<file path="src/rtl/id_pkg.sv">
// decode front end shared definitions
`default_nettype none

package id_pkg;

	////////////////////////////////////////////////////////////////////////////
	// major opcodes, inst[31:26]
	////////////////////////////////////////////////////////////////////////////
	localparam logic [5:0] PAL_INST  = 6'h00;
	localparam logic [5:0] LDA_INST  = 6'h08;
	localparam logic [5:0] INTA_GRP  = 6'h10;
	localparam logic [5:0] INTL_GRP  = 6'h11;
	localparam logic [5:0] INTS_GRP  = 6'h12;
	localparam logic [5:0] INTM_GRP  = 6'h13;
	localparam logic [5:0] JSR_GRP   = 6'h1a;   // jmp, jsr, ret, jsr_co
	localparam logic [5:0] LDQ_INST  = 6'h29;
	localparam logic [5:0] STQ_INST  = 6'h2d;
	localparam logic [5:0] BR_INST   = 6'h30;
	localparam logic [5:0] FBEQ_INST = 6'h31;
	localparam logic [5:0] FBLT_INST = 6'h32;
	localparam logic [5:0] FBLE_INST = 6'h33;
	localparam logic [5:0] BSR_INST  = 6'h34;
	localparam logic [5:0] FBNE_INST = 6'h35;
	localparam logic [5:0] FBGE_INST = 6'h36;
	localparam logic [5:0] FBGT_INST = 6'h37;

	// function codes, inst[11:5]
	localparam logic [6:0] ADDQ_FN   = 7'h20;   // inta
	localparam logic [6:0] SUBQ_FN   = 7'h29;
	localparam logic [6:0] CMPEQ_FN  = 7'h2d;
	localparam logic [6:0] CMPLT_FN  = 7'h4d;
	localparam logic [6:0] CMPLE_FN  = 7'h6d;
	localparam logic [6:0] CMPULT_FN = 7'h1d;
	localparam logic [6:0] CMPULE_FN = 7'h3d;
	localparam logic [6:0] AND_FN    = 7'h00;   // intl
	localparam logic [6:0] BIC_FN    = 7'h08;
	localparam logic [6:0] BIS_FN    = 7'h20;
	localparam logic [6:0] ORNOT_FN  = 7'h28;
	localparam logic [6:0] XOR_FN    = 7'h40;
	localparam logic [6:0] EQV_FN    = 7'h48;
	localparam logic [6:0] SRL_FN    = 7'h34;   // ints
	localparam logic [6:0] SLL_FN    = 7'h39;
	localparam logic [6:0] SRA_FN    = 7'h3c;
	localparam logic [6:0] MULQ_FN   = 7'h20;   // intm

	localparam logic [25:0] HALT_CODE = 26'h555;   // pal function field
	localparam logic [4:0]  ZERO_REG  = 5'd31;

	////////////////////////////////////////////////////////////////////////////
	// control selects
	////////////////////////////////////////////////////////////////////////////
	typedef enum logic [4:0] {
		ALU_ADDQ, ALU_SUBQ, ALU_CMPEQ, ALU_CMPLT, ALU_CMPLE, ALU_CMPULT,
		ALU_CMPULE, ALU_AND, ALU_BIC, ALU_BIS, ALU_ORNOT, ALU_XOR, ALU_EQV,
		ALU_SRL, ALU_SLL, ALU_SRA, ALU_MULQ
	} alu_func_e;

	typedef enum logic [1:0] {OPA_IS_REGA, OPA_IS_MEM_DISP, OPA_IS_NPC, OPA_IS_NOT3} opa_sel_e;
	typedef enum logic [1:0] {OPB_IS_REGB, OPB_IS_ALU_IMM, OPB_IS_BR_DISP} opb_sel_e;
	typedef enum logic [1:0] {DEST_NONE, DEST_IS_REGA, DEST_IS_REGC} dest_sel_e;
	typedef enum logic [1:0] {FU_ADDER, FU_MULTIPLIER, FU_MEMORY, FU_BRANCH} fu_sel_e;

	////////////////////////////////////////////////////////////////////////////
	// packets, slot[0] is first in program order
	////////////////////////////////////////////////////////////////////////////
	typedef struct packed {
		logic [31:0] inst;
		logic [63:0] npc;   // pc + 4
		logic        valid;
	} fetch_slot_t;

	typedef struct packed {
		fetch_slot_t [1:0] slot;
		logic              present;
	} fetch_pkt_t;

	typedef struct packed {
		logic [63:0] opa;
		logic        opa_is_val;   // 1 value, 0 register tag
		logic [63:0] opb;
		logic        opb_is_val;
		logic [4:0]  dest_idx;     // ZERO_REG when no writeback
		alu_func_e   alu_func;
		logic [5:0]  op_type;
		fu_sel_e     fu_sel;
		logic        rd_mem;
		logic        wr_mem;
		logic        cond_br;
		logic        uncond_br;
		logic        halt;
		logic        illegal;
		logic        valid;
	} dec_slot_t;

	typedef struct packed {
		dec_slot_t [1:0] slot;
		logic            present;
	} dec_pkt_t;

endpackage

`default_nettype wire
</file>
<file path="src/rtl/decode_frontend.sv">
// decode front end top level
`timescale 1ns/1ps
`default_nettype none

module decode_frontend #(
	parameter int COUNT_W = 32
) (
	input  wire logic               clock,
	input  wire logic               reset,
	input  wire id_pkg::fetch_pkt_t fetch_pkt,   // held by fetch during stall
	input  wire logic               stall,
	output id_pkg::dec_pkt_t        dec_pkt,
	output logic                    halted,
	output logic [COUNT_W-1:0]      inst_count
);

	id_pkg::fetch_pkt_t if_id_pkt;
	id_pkg::dec_pkt_t   id_pkt;
	logic               halt_seen;
	logic [1:0]         issue_n;

	// if/id
	pipe_reg #(.payload_t(id_pkg::fetch_pkt_t)) if_id_reg (
		.clock (clock),
		.reset (reset),
		.stall (stall),
		.d     (fetch_pkt),
		.q     (if_id_pkt)
	);

	id_stage id_stage_i (
		.in_pkt    (if_id_pkt),
		.halted    (halted),
		.stall     (stall),
		.out_pkt   (id_pkt),
		.halt_seen (halt_seen),
		.issue_n   (issue_n)
	);

	halt_ctrl #(.COUNT_W(COUNT_W)) halt_ctrl_i (
		.clock      (clock),
		.reset      (reset),
		.halt_seen  (halt_seen),
		.issue_n    (issue_n),
		.halted     (halted),
		.inst_count (inst_count)
	);

	// id/dispatch
	pipe_reg #(.payload_t(id_pkg::dec_pkt_t)) id_dp_reg (
		.clock (clock),
		.reset (reset),
		.stall (stall),
		.d     (id_pkt),
		.q     (dec_pkt)
	);

endmodule

`default_nettype wire

</file>
<file path="src/rtl/halt_ctrl.sv">
// halt status and issue counter
`timescale 1ns/1ps
`default_nettype none

module halt_ctrl #(
	parameter int COUNT_W = 32
) (
	input  wire logic       clock,
	input  wire logic       reset,
	input  wire logic       halt_seen,   // already qualified by present, ~stall
	input  wire logic [1:0] issue_n,     // 0..2 valid slots this edge
	output logic            halted,
	output logic [COUNT_W-1:0] inst_count
);

	// sticky until reset
	always_ff @(posedge clock) begin
		if (reset)
			halted <= 1'b0;
		else if (halt_seen)
			halted <= 1'b1;
	end

	////////////////////////////////////////////////////////////////////////////
	// issued instruction count, wraps
	////////////////////////////////////////////////////////////////////////////
	always_ff @(posedge clock) begin
		if (reset)
			inst_count <= '0;
		else
			inst_count <= inst_count + COUNT_W'(issue_n);   // zero when stalled
	end

endmodule

`default_nettype wire

</file>
<file path="src/rtl/pipe_reg.sv">
// stallable pipeline register
`timescale 1ns/1ps
`default_nettype none

module pipe_reg #(
	parameter type payload_t = logic
) (
	input  wire logic     clock,
	input  wire logic     reset,
	input  wire logic     stall,   // hold while high
	input  wire payload_t d,
	output payload_t      q
);

	////////////////////////////////////////////////////////////////////////////
	// present bit rides inside the payload
	////////////////////////////////////////////////////////////////////////////
	always_ff @(posedge clock) begin
		if (reset)
			q <= '0;   // clears present
		else if (!stall)
			q <= d;
	end

endmodule

`default_nettype wire

</file>
<file path="src/rtl/id_stage.sv">
// two-wide decode stage
`timescale 1ns/1ps
`default_nettype none

module id_stage (
	input  wire id_pkg::fetch_pkt_t in_pkt,
	input  wire logic               halted,
	input  wire logic               stall,
	output id_pkg::dec_pkt_t        out_pkt,
	output logic                    halt_seen,
	output logic [1:0]              issue_n
);

	id_pkg::dec_slot_t lane_dec [2];
	logic              accept;   // packet moves into id/dispatch this edge

	for (genvar i = 0; i < 2; i++) begin : g_lane
		id_slot lane_i (
			.slot (in_pkt.slot[i]),
			.dec  (lane_dec[i])
		);
	end

	always_comb begin
		out_pkt.present = in_pkt.present;
		out_pkt.slot[0] = lane_dec[0];
		out_pkt.slot[1] = lane_dec[1];
		if (lane_dec[0].valid && lane_dec[0].halt)
			out_pkt.slot[1].valid = 1'b0;   // squash behind halt
		if (halted) begin
			out_pkt.slot[0].valid = 1'b0;   // machine is stopped
			out_pkt.slot[1].valid = 1'b0;
		end
	end

	assign accept = in_pkt.present & ~stall;

	assign halt_seen = accept & ((out_pkt.slot[0].valid & out_pkt.slot[0].halt) |
	                             (out_pkt.slot[1].valid & out_pkt.slot[1].halt));

	assign issue_n = accept ? 2'(out_pkt.slot[0].valid) + 2'(out_pkt.slot[1].valid) : 2'd0;

endmodule

`default_nettype wire

</file>
<file path="src/rtl/id_slot.sv">
// one decode lane
`timescale 1ns/1ps
`default_nettype none

module id_slot (
	input  wire id_pkg::fetch_slot_t slot,
	output id_pkg::dec_slot_t        dec
);

	id_pkg::opa_sel_e  opa_sel;
	id_pkg::opb_sel_e  opb_sel;
	id_pkg::dest_sel_e dest_sel;

	// register fields
	logic [4:0] ra, rb, rc;
	assign ra = slot.inst[25:21];
	assign rb = slot.inst[20:16];
	assign rc = slot.inst[4:0];

	// immediates
	logic [63:0] mem_disp, br_disp, alu_imm;
	assign mem_disp = {{48{slot.inst[15]}}, slot.inst[15:0]};
	assign br_disp  = {{41{slot.inst[20]}}, slot.inst[20:0], 2'b00};   // word offset
	assign alu_imm  = {56'd0, slot.inst[20:13]};                       // 8-bit literal

	inst_decoder dec_i (
		.inst      (slot.inst),
		.valid_in  (slot.valid),
		.opa_sel   (opa_sel),
		.opb_sel   (opb_sel),
		.dest_sel  (dest_sel),
		.alu_func  (dec.alu_func),
		.rd_mem    (dec.rd_mem),
		.wr_mem    (dec.wr_mem),
		.cond_br   (dec.cond_br),
		.uncond_br (dec.uncond_br),
		.halt      (dec.halt),
		.illegal   (dec.illegal),
		.valid     (dec.valid)
	);

	assign dec.op_type = slot.inst[31:26];

	////////////////////////////////////////////////////////////////////////////
	// operand and dest muxes
	////////////////////////////////////////////////////////////////////////////
	always_comb begin
		case (opa_sel)
			id_pkg::OPA_IS_MEM_DISP: {dec.opa, dec.opa_is_val} = {mem_disp, 1'b1};
			id_pkg::OPA_IS_NPC:      {dec.opa, dec.opa_is_val} = {slot.npc, 1'b1};
			id_pkg::OPA_IS_NOT3:     {dec.opa, dec.opa_is_val} = {~64'h3, 1'b1};
			default:                 {dec.opa, dec.opa_is_val} = {59'd0, ra, 1'b0};   // tag
		endcase
		case (opb_sel)
			id_pkg::OPB_IS_ALU_IMM: {dec.opb, dec.opb_is_val} = {alu_imm, 1'b1};
			id_pkg::OPB_IS_BR_DISP: {dec.opb, dec.opb_is_val} = {br_disp, 1'b1};
			default:                {dec.opb, dec.opb_is_val} = {59'd0, rb, 1'b0};
		endcase
		case (dest_sel)
			id_pkg::DEST_IS_REGA: dec.dest_idx = ra;
			id_pkg::DEST_IS_REGC: dec.dest_idx = rc;
			default:              dec.dest_idx = id_pkg::ZERO_REG;
		endcase
	end

	// functional unit by opcode group
	always_comb begin
		case ({slot.inst[31:29], 3'b000})
			6'h08, 6'h20, 6'h28: dec.fu_sel = id_pkg::FU_MEMORY;
			6'h18, 6'h30, 6'h38: dec.fu_sel = id_pkg::FU_BRANCH;
			default:
				dec.fu_sel = (dec.alu_func == id_pkg::ALU_MULQ) ? id_pkg::FU_MULTIPLIER
				                                                : id_pkg::FU_ADDER;
		endcase
	end

endmodule

`default_nettype wire

</file>
<file path="src/rtl/inst_decoder.sv">
// single instruction decoder
`timescale 1ns/1ps
`default_nettype none

module inst_decoder (
	input  wire logic [31:0]    inst,
	input  wire logic           valid_in,   // low -> no-op out
	output id_pkg::opa_sel_e    opa_sel,
	output id_pkg::opb_sel_e    opb_sel,
	output id_pkg::dest_sel_e   dest_sel,
	output id_pkg::alu_func_e   alu_func,
	output logic                rd_mem,
	output logic                wr_mem,
	output logic                cond_br,
	output logic                uncond_br,
	output logic                halt,
	output logic                illegal,
	output logic                valid
);

	assign valid = valid_in & ~illegal;   // halt still counts as valid

	always_comb begin
		// no-op defaults
		opa_sel   = id_pkg::OPA_IS_REGA;
		opb_sel   = id_pkg::OPB_IS_REGB;
		dest_sel  = id_pkg::DEST_NONE;
		alu_func  = id_pkg::ALU_ADDQ;
		rd_mem    = 1'b0;
		wr_mem    = 1'b0;
		cond_br   = 1'b0;
		uncond_br = 1'b0;
		halt      = 1'b0;
		illegal   = 1'b0;
		if (valid_in) begin
			case ({inst[31:29], 3'b000})   // opcode group
				6'h00: begin
					if (inst[31:26] == id_pkg::PAL_INST && inst[25:0] == id_pkg::HALT_CODE)
						halt = 1'b1;
					else
						illegal = 1'b1;   // other pal calls
				end
				6'h10: begin
					// integer operate, literal form on bit 12
					opb_sel  = inst[12] ? id_pkg::OPB_IS_ALU_IMM : id_pkg::OPB_IS_REGB;
					dest_sel = id_pkg::DEST_IS_REGC;
					case (inst[31:26])
						id_pkg::INTA_GRP:
							case (inst[11:5])
								id_pkg::ADDQ_FN:   alu_func = id_pkg::ALU_ADDQ;
								id_pkg::SUBQ_FN:   alu_func = id_pkg::ALU_SUBQ;
								id_pkg::CMPEQ_FN:  alu_func = id_pkg::ALU_CMPEQ;
								id_pkg::CMPLT_FN:  alu_func = id_pkg::ALU_CMPLT;
								id_pkg::CMPLE_FN:  alu_func = id_pkg::ALU_CMPLE;
								id_pkg::CMPULT_FN: alu_func = id_pkg::ALU_CMPULT;
								id_pkg::CMPULE_FN: alu_func = id_pkg::ALU_CMPULE;
								default:           illegal  = 1'b1;
							endcase
						id_pkg::INTL_GRP:
							case (inst[11:5])
								id_pkg::AND_FN:   alu_func = id_pkg::ALU_AND;
								id_pkg::BIC_FN:   alu_func = id_pkg::ALU_BIC;
								id_pkg::BIS_FN:   alu_func = id_pkg::ALU_BIS;
								id_pkg::ORNOT_FN: alu_func = id_pkg::ALU_ORNOT;
								id_pkg::XOR_FN:   alu_func = id_pkg::ALU_XOR;
								id_pkg::EQV_FN:   alu_func = id_pkg::ALU_EQV;
								default:          illegal  = 1'b1;   // cmov etc
							endcase
						id_pkg::INTS_GRP:
							case (inst[11:5])
								id_pkg::SRL_FN: alu_func = id_pkg::ALU_SRL;
								id_pkg::SLL_FN: alu_func = id_pkg::ALU_SLL;
								id_pkg::SRA_FN: alu_func = id_pkg::ALU_SRA;
								default:        illegal  = 1'b1;
							endcase
						id_pkg::INTM_GRP:
							if (inst[11:5] == id_pkg::MULQ_FN)
								alu_func = id_pkg::ALU_MULQ;
							else
								illegal = 1'b1;
						default: illegal = 1'b1;   // fp groups 0x14-0x17
					endcase
				end
				6'h18: begin
					if (inst[31:26] == id_pkg::JSR_GRP) begin
						// target = rb & ~3, link into ra
						opa_sel   = id_pkg::OPA_IS_NOT3;
						alu_func  = id_pkg::ALU_AND;
						dest_sel  = id_pkg::DEST_IS_REGA;
						uncond_br = 1'b1;
					end else begin
						illegal = 1'b1;   // misc, ftpi
					end
				end
				6'h08, 6'h20, 6'h28: begin
					opa_sel = id_pkg::OPA_IS_MEM_DISP;   // ea = disp + rb
					case (inst[31:26])
						id_pkg::LDA_INST: dest_sel = id_pkg::DEST_IS_REGA;
						id_pkg::LDQ_INST: begin
							dest_sel = id_pkg::DEST_IS_REGA;
							rd_mem   = 1'b1;
						end
						id_pkg::STQ_INST: wr_mem  = 1'b1;   // no writeback
						default:          illegal = 1'b1;
					endcase
				end
				6'h30, 6'h38: begin
					opa_sel = id_pkg::OPA_IS_NPC;   // target = npc + disp
					opb_sel = id_pkg::OPB_IS_BR_DISP;
					case (inst[31:26])
						id_pkg::FBEQ_INST, id_pkg::FBLT_INST, id_pkg::FBLE_INST,
						id_pkg::FBNE_INST, id_pkg::FBGE_INST, id_pkg::FBGT_INST:
							illegal = 1'b1;
						id_pkg::BR_INST, id_pkg::BSR_INST: begin
							dest_sel  = id_pkg::DEST_IS_REGA;
							uncond_br = 1'b1;
						end
						default: cond_br = 1'b1;   // integer conditionals
					endcase
				end
				default: illegal = 1'b1;
			endcase
		end
		// illegal words leave as a plain no-op
		if (illegal) begin
			opa_sel   = id_pkg::OPA_IS_REGA;
			opb_sel   = id_pkg::OPB_IS_REGB;
			dest_sel  = id_pkg::DEST_NONE;
			alu_func  = id_pkg::ALU_ADDQ;
			rd_mem    = 1'b0;
			wr_mem    = 1'b0;
			cond_br   = 1'b0;
			uncond_br = 1'b0;
			halt      = 1'b0;
		end
	end

endmodule

`default_nettype wire

</file>
<file path="config.mk">
export PLATFORM = sky130hd
export DESIGN_NAME = decode_frontend
export DESIGN_NICKNAME = d
export VERILOG_FILES = /design/src/rtl/id_pkg.sv /design/src/rtl/decode_frontend.sv /design/src/rtl/halt_ctrl.sv /design/src/rtl/pipe_reg.sv /design/src/rtl/id_stage.sv /design/src/rtl/id_slot.sv /design/src/rtl/inst_decoder.sv
export SDC_FILE = /design/constraint.sdc
export NUM_CORES = 1
export LEC_CHECK = 0
export BUFFER_PORTS_ARGS = -buffer_cell sky130_fd_sc_hd__buf_2
export CAP_MARGIN = 20
export CORE_MARGIN = 5
export CORE_UTILIZATION = 47
export DETAILED_ROUTE_END_ITERATION = 16
export HOLD_SLACK_MARGIN = 0.15
export PLACE_DENSITY = 0.77
export SLEW_MARGIN = 20
export SYNTH_ARGS = -nofsm -noshare
export SYNTH_HDL_FRONTEND = slang
export SYNTH_SLANG_ARGS = --single-unit
</file>
<file path="constraint.sdc">
create_clock -name clock -period 3.9 [get_ports clock]
set_input_delay 0.78 -clock clock [delete_from_list [all_inputs] [get_ports clock]]
set_output_delay 0.78 -clock clock [all_outputs]
set_load 0.05 [all_outputs]
</file>
**After elaboration in Yosys (flattened, before gate mapping)**

Index checks and enable logic that the tools add are counted.

- Add/sub/neg operators: 2
- Mux-type cells: 124
- Equal/unequal tests: 92
- Reductions and logical operators: 31
- Bitwise gates (word level): 10

Operators by type and width:

| kind | count |
|---|---|
| one-hot mux 65 bit (3 select lines) | 2 |
| one-hot mux 65 bit (2 select lines) | 2 |
| equality test 6 bit (second input constant) | 20 |
| equality test 7 x 6 -> 1 bit (second input constant) | 16 |
| 2-to-1 mux 1 bit | 71 |
| equality test 6 x 5 -> 1 bit (second input constant) | 10 |
| equality test 7 bit (second input constant) | 8 |
| equality test 26 x 11 -> 1 bit (second input constant) | 2 |
| one-hot mux 4 bit (6 select lines) | 2 |
| one-hot mux 5 bit (2 select lines) | 4 |
| one-hot mux 5 bit (4 select lines) | 2 |
| one-hot mux 3 bit (6 select lines) | 2 |
| adder 32 x 2 -> 32 bit | 1 |
| 2-to-1 mux 2 bit | 15 |
| 2-to-1 mux 5 bit | 6 |
| equality test 3 bit (second input constant) | 8 |
| one-hot mux 4 bit (3 select lines) | 2 |
| OR reduction 3 bit | 8 |
| OR reduction 6 bit | 4 |
| equality test 2 bit (second input constant) | 8 |
| one-hot mux 2 bit (2 select lines) | 4 |
| one-hot mux 2 bit (4 select lines) | 2 |
| OR reduction 8 bit | 2 |
| equality test 7 x 4 -> 1 bit (second input constant) | 2 |
| 21 further kinds | 56 |

- Word-level logic and storage cells: 299
- Input bits: 198
- Bits in registers: 539

**Depth between registers and ports, before layout**

- Word-level depth: 14
- Gate-level depth with buffers: 17
- Mapped depth without buffers: 15

**Cells and area by module**

A second synthesis with hierarchy kept.

- Cells, all modules: 2,603
- Area, all modules: 24,532.3 sq um

By module, submodules not included:

| module | sequential area each (sq um) | cells each | times used | area an instance (sq um) |
|---|---|---|---|---|
| pipe_reg at id_dp_reg | 6,226.0 | 1,003 | 1 | 11,342.1 |
| pipe_reg at if_id_reg | 3,903.7 | 629 | 1 | 6,974.2 |
| id_slot | 0.0 | 263 | 2 | 1,461.4 |
| halt_ctrl | 660.6 | 187 | 1 | 1,600.3 |
| inst_decoder at id_stage_i.g_lane[1].lane_i.dec_i | 0.0 | 123 | 1 | 842.1 |
| inst_decoder at id_stage_i.g_lane[0].lane_i.dec_i | 0.0 | 123 | 1 | 755.7 |
| id_stage | 0.0 | 12 | 1 | 95.1 |

**Least setup slack after synthesis**

OpenSTA, ideal clock, no wires.

- Kind: reg-to-reg
- Start: register if_id_reg.q[97] (netlist name)
- End: register halt_ctrl_i.inst_count[20]
- Arrival: 3.908 ns
- Stages on the path, launching flop included: 17
- Buffers on the path: 3
- Path slack: -0.135 ns
- Path through: dfxtp_1 > buf_2 > or4b_1 > clkbuf_1 > o311a_1 > o211ai_4 > buf_6 > nor2_1 > ha_1 > and2_1 > ha_1 > fa_1 > nand2_1 > nor4_1 > nand4_1 > xor2_1 > nor2_1

RTL lines:

| what | RTL line | text |
|---|---|---|
| from (decl) | pipe_reg.sv:12 | `output payload_t q` |
| from (signal assigned) | pipe_reg.sv:20 | `q <= '0;` |
| from (signal assigned) | pipe_reg.sv:22 | `q <= d;` |
| to (signal assigned) | halt_ctrl.sv:31 | `inst_count <= inst_count + COUNT_W'(issue_n);` |
| to (decl) | halt_ctrl.sv:13 | `output logic [COUNT_W-1:0] inst_count` |

==> out/metrics.cfg <==
[logic_synthesis]
ys.flop_type=dfxtp_1
yosysSeqAreaShare_pct=47.2
synth_area_sq_um=19400
synth_cell_types=85
synth_top_family_by_area=simple AND/OR/NAND/NOR gates
synth_top_cell_by_area=dfxtp_1
ys_top_cells_by_count=nor2_1 (471), dfxtp_1 (457), mux2i_1 (210), nand2_1 (210), a21oi_1 (152)
async_flop_share_pct=0
synth_cells=2257
syn_nets=2467
syn_area_per_cell_sq_um=8.59
synth_compound_area_share_pct=12.4
yosysMostFrequentCell=nor2_1
synth_xor_area_share_pct=1.58
synthTopCellsByArea=dfxtp_1 (47%), mux2i_1 (11%), nor2_1 (9.1%), nand2_1 (4.1%), a21oi_1 (3.9%)
synth_simple_gate_area_share_pct=19.9
ys_ff_latch=457
synth_fa_ha_area_share_pct=0.813
yosys_warnings=0
synthMuxAreaShare_pct=10.9
synth_edf_count=0
synth_top_area_share_pct=47.2

[setup_path]
end_kind=flop
cp_common_cell=ha_1
reg2reg_from=if_id_reg.q[193]
critPathMaxFanout=17
cpLargestDelayFamily=simple AND/OR/NAND/NOR gates
worst-r2r-setup-slack_ns=0.19
timing.rr.end=halt_ctrl_i.inst_count[20]
critPathRequiredTime_ns=4.33
r2r_cells=17
arrival_ns=4.13
max_stage_delay_ns=0.43
critPathKind=reg -> reg
path_cells=buf_12, or3_1, a2111o_1, a31o_2, nand2_1, o21ai_2, nor3_2, ha_1, and2_1, ha_1, fa_1, nand2_2, nor4_4, buf_4, nand4_1, xor2_1, nor2_1
start_kind=flop
path_depth=17
slowest_stage=a2111o_1
path_buf_inv=2

[placed_design]
dp_hpwl_um=44600
gp_congestion=0.904
port_buffers=541

[global_route]
grt_pass1_vias=17000
grt_use_total_pct=25.8
antenna_found_initial=10
grt_max_degree=175
gr-total-overflow=0
grt_pass1_wl_um=94600

[power_and_ir_drop]
power_density_nw_per_um2=451
p_leak_nw=11.0
clockPowerShare_pct=44.8
p_sw_share_pct=24.6
intPower_w=0.00812
netSwitchingPower_w=0.00265
p_comb_share_pct=9.4
max-vdd-ir-drop_uv=352
seq_power_share_pct=45.8

[sta]
skew_ns=0.0164
fin_tns_setup_ns=0
relSlewSlack_pct=35.8
fin_crit_ns=3.71
whs_ns=0.432
max_freq_mhz=270
tightest_slew_ns=0.964
fin_crit_sh_pct=95.0
report.final.slew_viol_count=0
finalSetupViolCount=0
hold_viol=0

[layout]
drive_gt1_share_pct=27.0
nets=2880
area_growth_pct=23.1
fillers=3570

[routing]
num_vias=17600
drcViolationCount=0
drt-total-wl_um=62000
wl_per_cell_um=19.1
vias_per_cell=5.42
drt-initial-drc-count=1358
ant_nets=0
first_pass_iters=6

[flow_run]
maxCapViolCount=0

[floorplanning]
die_area_sq_um=45400
ios=542
die_w_um=213
die_y_um=213
core_sq_um=40800
rows=74
start_util_pct=47.5

[hold_path]
hp-class=in -> reg
hp-start=fetch_pkt[15]
hold_path_depth=3
hold_end=if_id_reg.q[15]

[clocking]
clock_sinks=457
cts_tree=yes
numCtsBuffers=48
cts-root-buf=clkbuf_16
clk_latency_ns=0.58
h-tree-depth=2
clockBufferDepth=3
clk_pin_slew_ns=0.06

[run_status]
status=complete, no violations

==> worst reg2reg max path: stages, from the launching register on <==
cell      delay (ns)
dfxtp_2         0.34
buf_12          0.15
or3_1           0.34
a2111o_1        0.43
a31o_2          0.25
nand2_1         0.13
o21ai_2         0.11
nor3_2          0.15
ha_1            0.25
and2_1          0.15
ha_1            0.20
fa_1            0.41
nand2_2         0.11
nor4_4          0.04
buf_4           0.18
nand4_1         0.11
xor2_1          0.16
nor2_1          0.05
==> logic make-up after synthesis <==
family / after synthesis
AND/OR/NAND/NOR: 879
flip-flops: 457
AO/OA/AOI/OAI: 390
buffers and inverters: 273
multiplexers: 211
XOR/XNOR: 35
adder cells (fa/ha/maj): 12
==> through the flow <==
stage	total power (W)	std cells	worst slack, ns	utilization [%]	instance area [sq um]
finish	0.0108	3245	0.193	58.5	23900
global route	0.0111	3243	-0.0297	58.4	23900
CTS	0.0108	3237	0.0135	58.3	23800
detailed placement	0.00604	3149	-0.0636	54.1	22100
global placement	0.00602	3149	0.0674	54.1	22100
floorplan	0.00566	2257	0.0466	-	19400
==> layout by cell type, fill, tap and decap left out, drive strengths merged, types with 6 or more instances in the layout <==
| master | netlist | layout |
|---|---|---|
| and2 | 7 | 7 |
| xnor2 | 6 | 6 |
| nor4 | 13 | 13 |
| clkinv | 0 | 14 |
| nand3 | 26 | 26 |
| or4 | 13 | 13 |
| a22oi | 9 | 9 |
| nor3b | 7 | 7 |
| a21oi | 153 | 153 |
| nor3 | 27 | 27 |
| inv | 21 | 21 |
| or3 | 9 | 9 |
| ha | 11 | 11 |
| nor2 | 471 | 471 |
| buf | 126 | 615 |
| nand4 | 13 | 13 |
| nor2b | 31 | 31 |
| o211ai | 7 | 7 |
| nor4b | 7 | 7 |
| o31ai | 9 | 9 |
| clkbuf | 126 | 66 |
| nand2b | 16 | 16 |
| bufinv | 0 | 7 |
| dfxtp | 457 | 457 |
| xor2 | 29 | 29 |
| o21ai | 123 | 123 |
| mux2i | 210 | 210 |
| nand2 | 210 | 210 |
| a221oi | 35 | 35 |
==> per-layer routing <==
layer	share of wire (%)	global-route usage, %	wire (um)
met5	0.094	0	58
met4	3.4	9.84	2100
met2	47	41.9	29300
met3	8.6	6.46	5310
met1	41	33.3	25300
==> power groups by stage <==
stage	logic, W	clock network (W)	registers [W]
final	0.00102	0.00482	0.00494
after global routing	0.00110	0.00509	0.00495
after CTS	0.00101	0.00490	0.00493
after detailed placement	0.00100	0	0.00504
after global placement	0.000994	0	0.00503
after floorplan	0.000560	0	0.00510
==> flip-flops by register name, indices dropped and copies added (netlist names) <==
name / cells
id_dp_reg.q: 229
halt_ctrl_i.halted: 1
halt_ctrl_i.inst_count: 32
if_id_reg.q: 195
==> final cells by class <==
cell class	count	area (sq um)	share of cell area, %
well taps	532	666	2.79
repair buffers	615	3350	14.0
diodes	5	12.5	0.0524
flip-flops and latches	457	9150	38.3
multi-input cells	1527	8940	37.4
clock inverters	22	307	1.28
clock buffers	66	1370	5.75
inverters	21	78.8	0.330
==> worst max-delay path by stage <==
stage	startpoint	end	slack, ns
5_1_grt	if_id_reg.q[170]	halt_ctrl_i.inst_count[20]	-0.03
2_1_floorplan	if_id_reg.q[97]	halt_ctrl_i.inst_count[20]	0.05
3_3_place_gp	if_id_reg.q[193]	halt_ctrl_i.inst_count[24]	0.07
6_report	if_id_reg.q[193]	halt_ctrl_i.inst_count[20]	0.19
4_1_cts	if_id_reg.q[193]	halt_ctrl_i.inst_count[16]	0.01
3_5_place_dp	if_id_reg.q[193]	halt_ctrl_i.inst_count[31]	-0.06
==> timing repair <==
item,4_1_cts,5_1_grt
setup buffers,0,3
hold buffers,0,0
resized for setup,2,7
endpoints found under the setup margin,14,19
pin swaps,0,3
(Power assumes the default switching activity.)
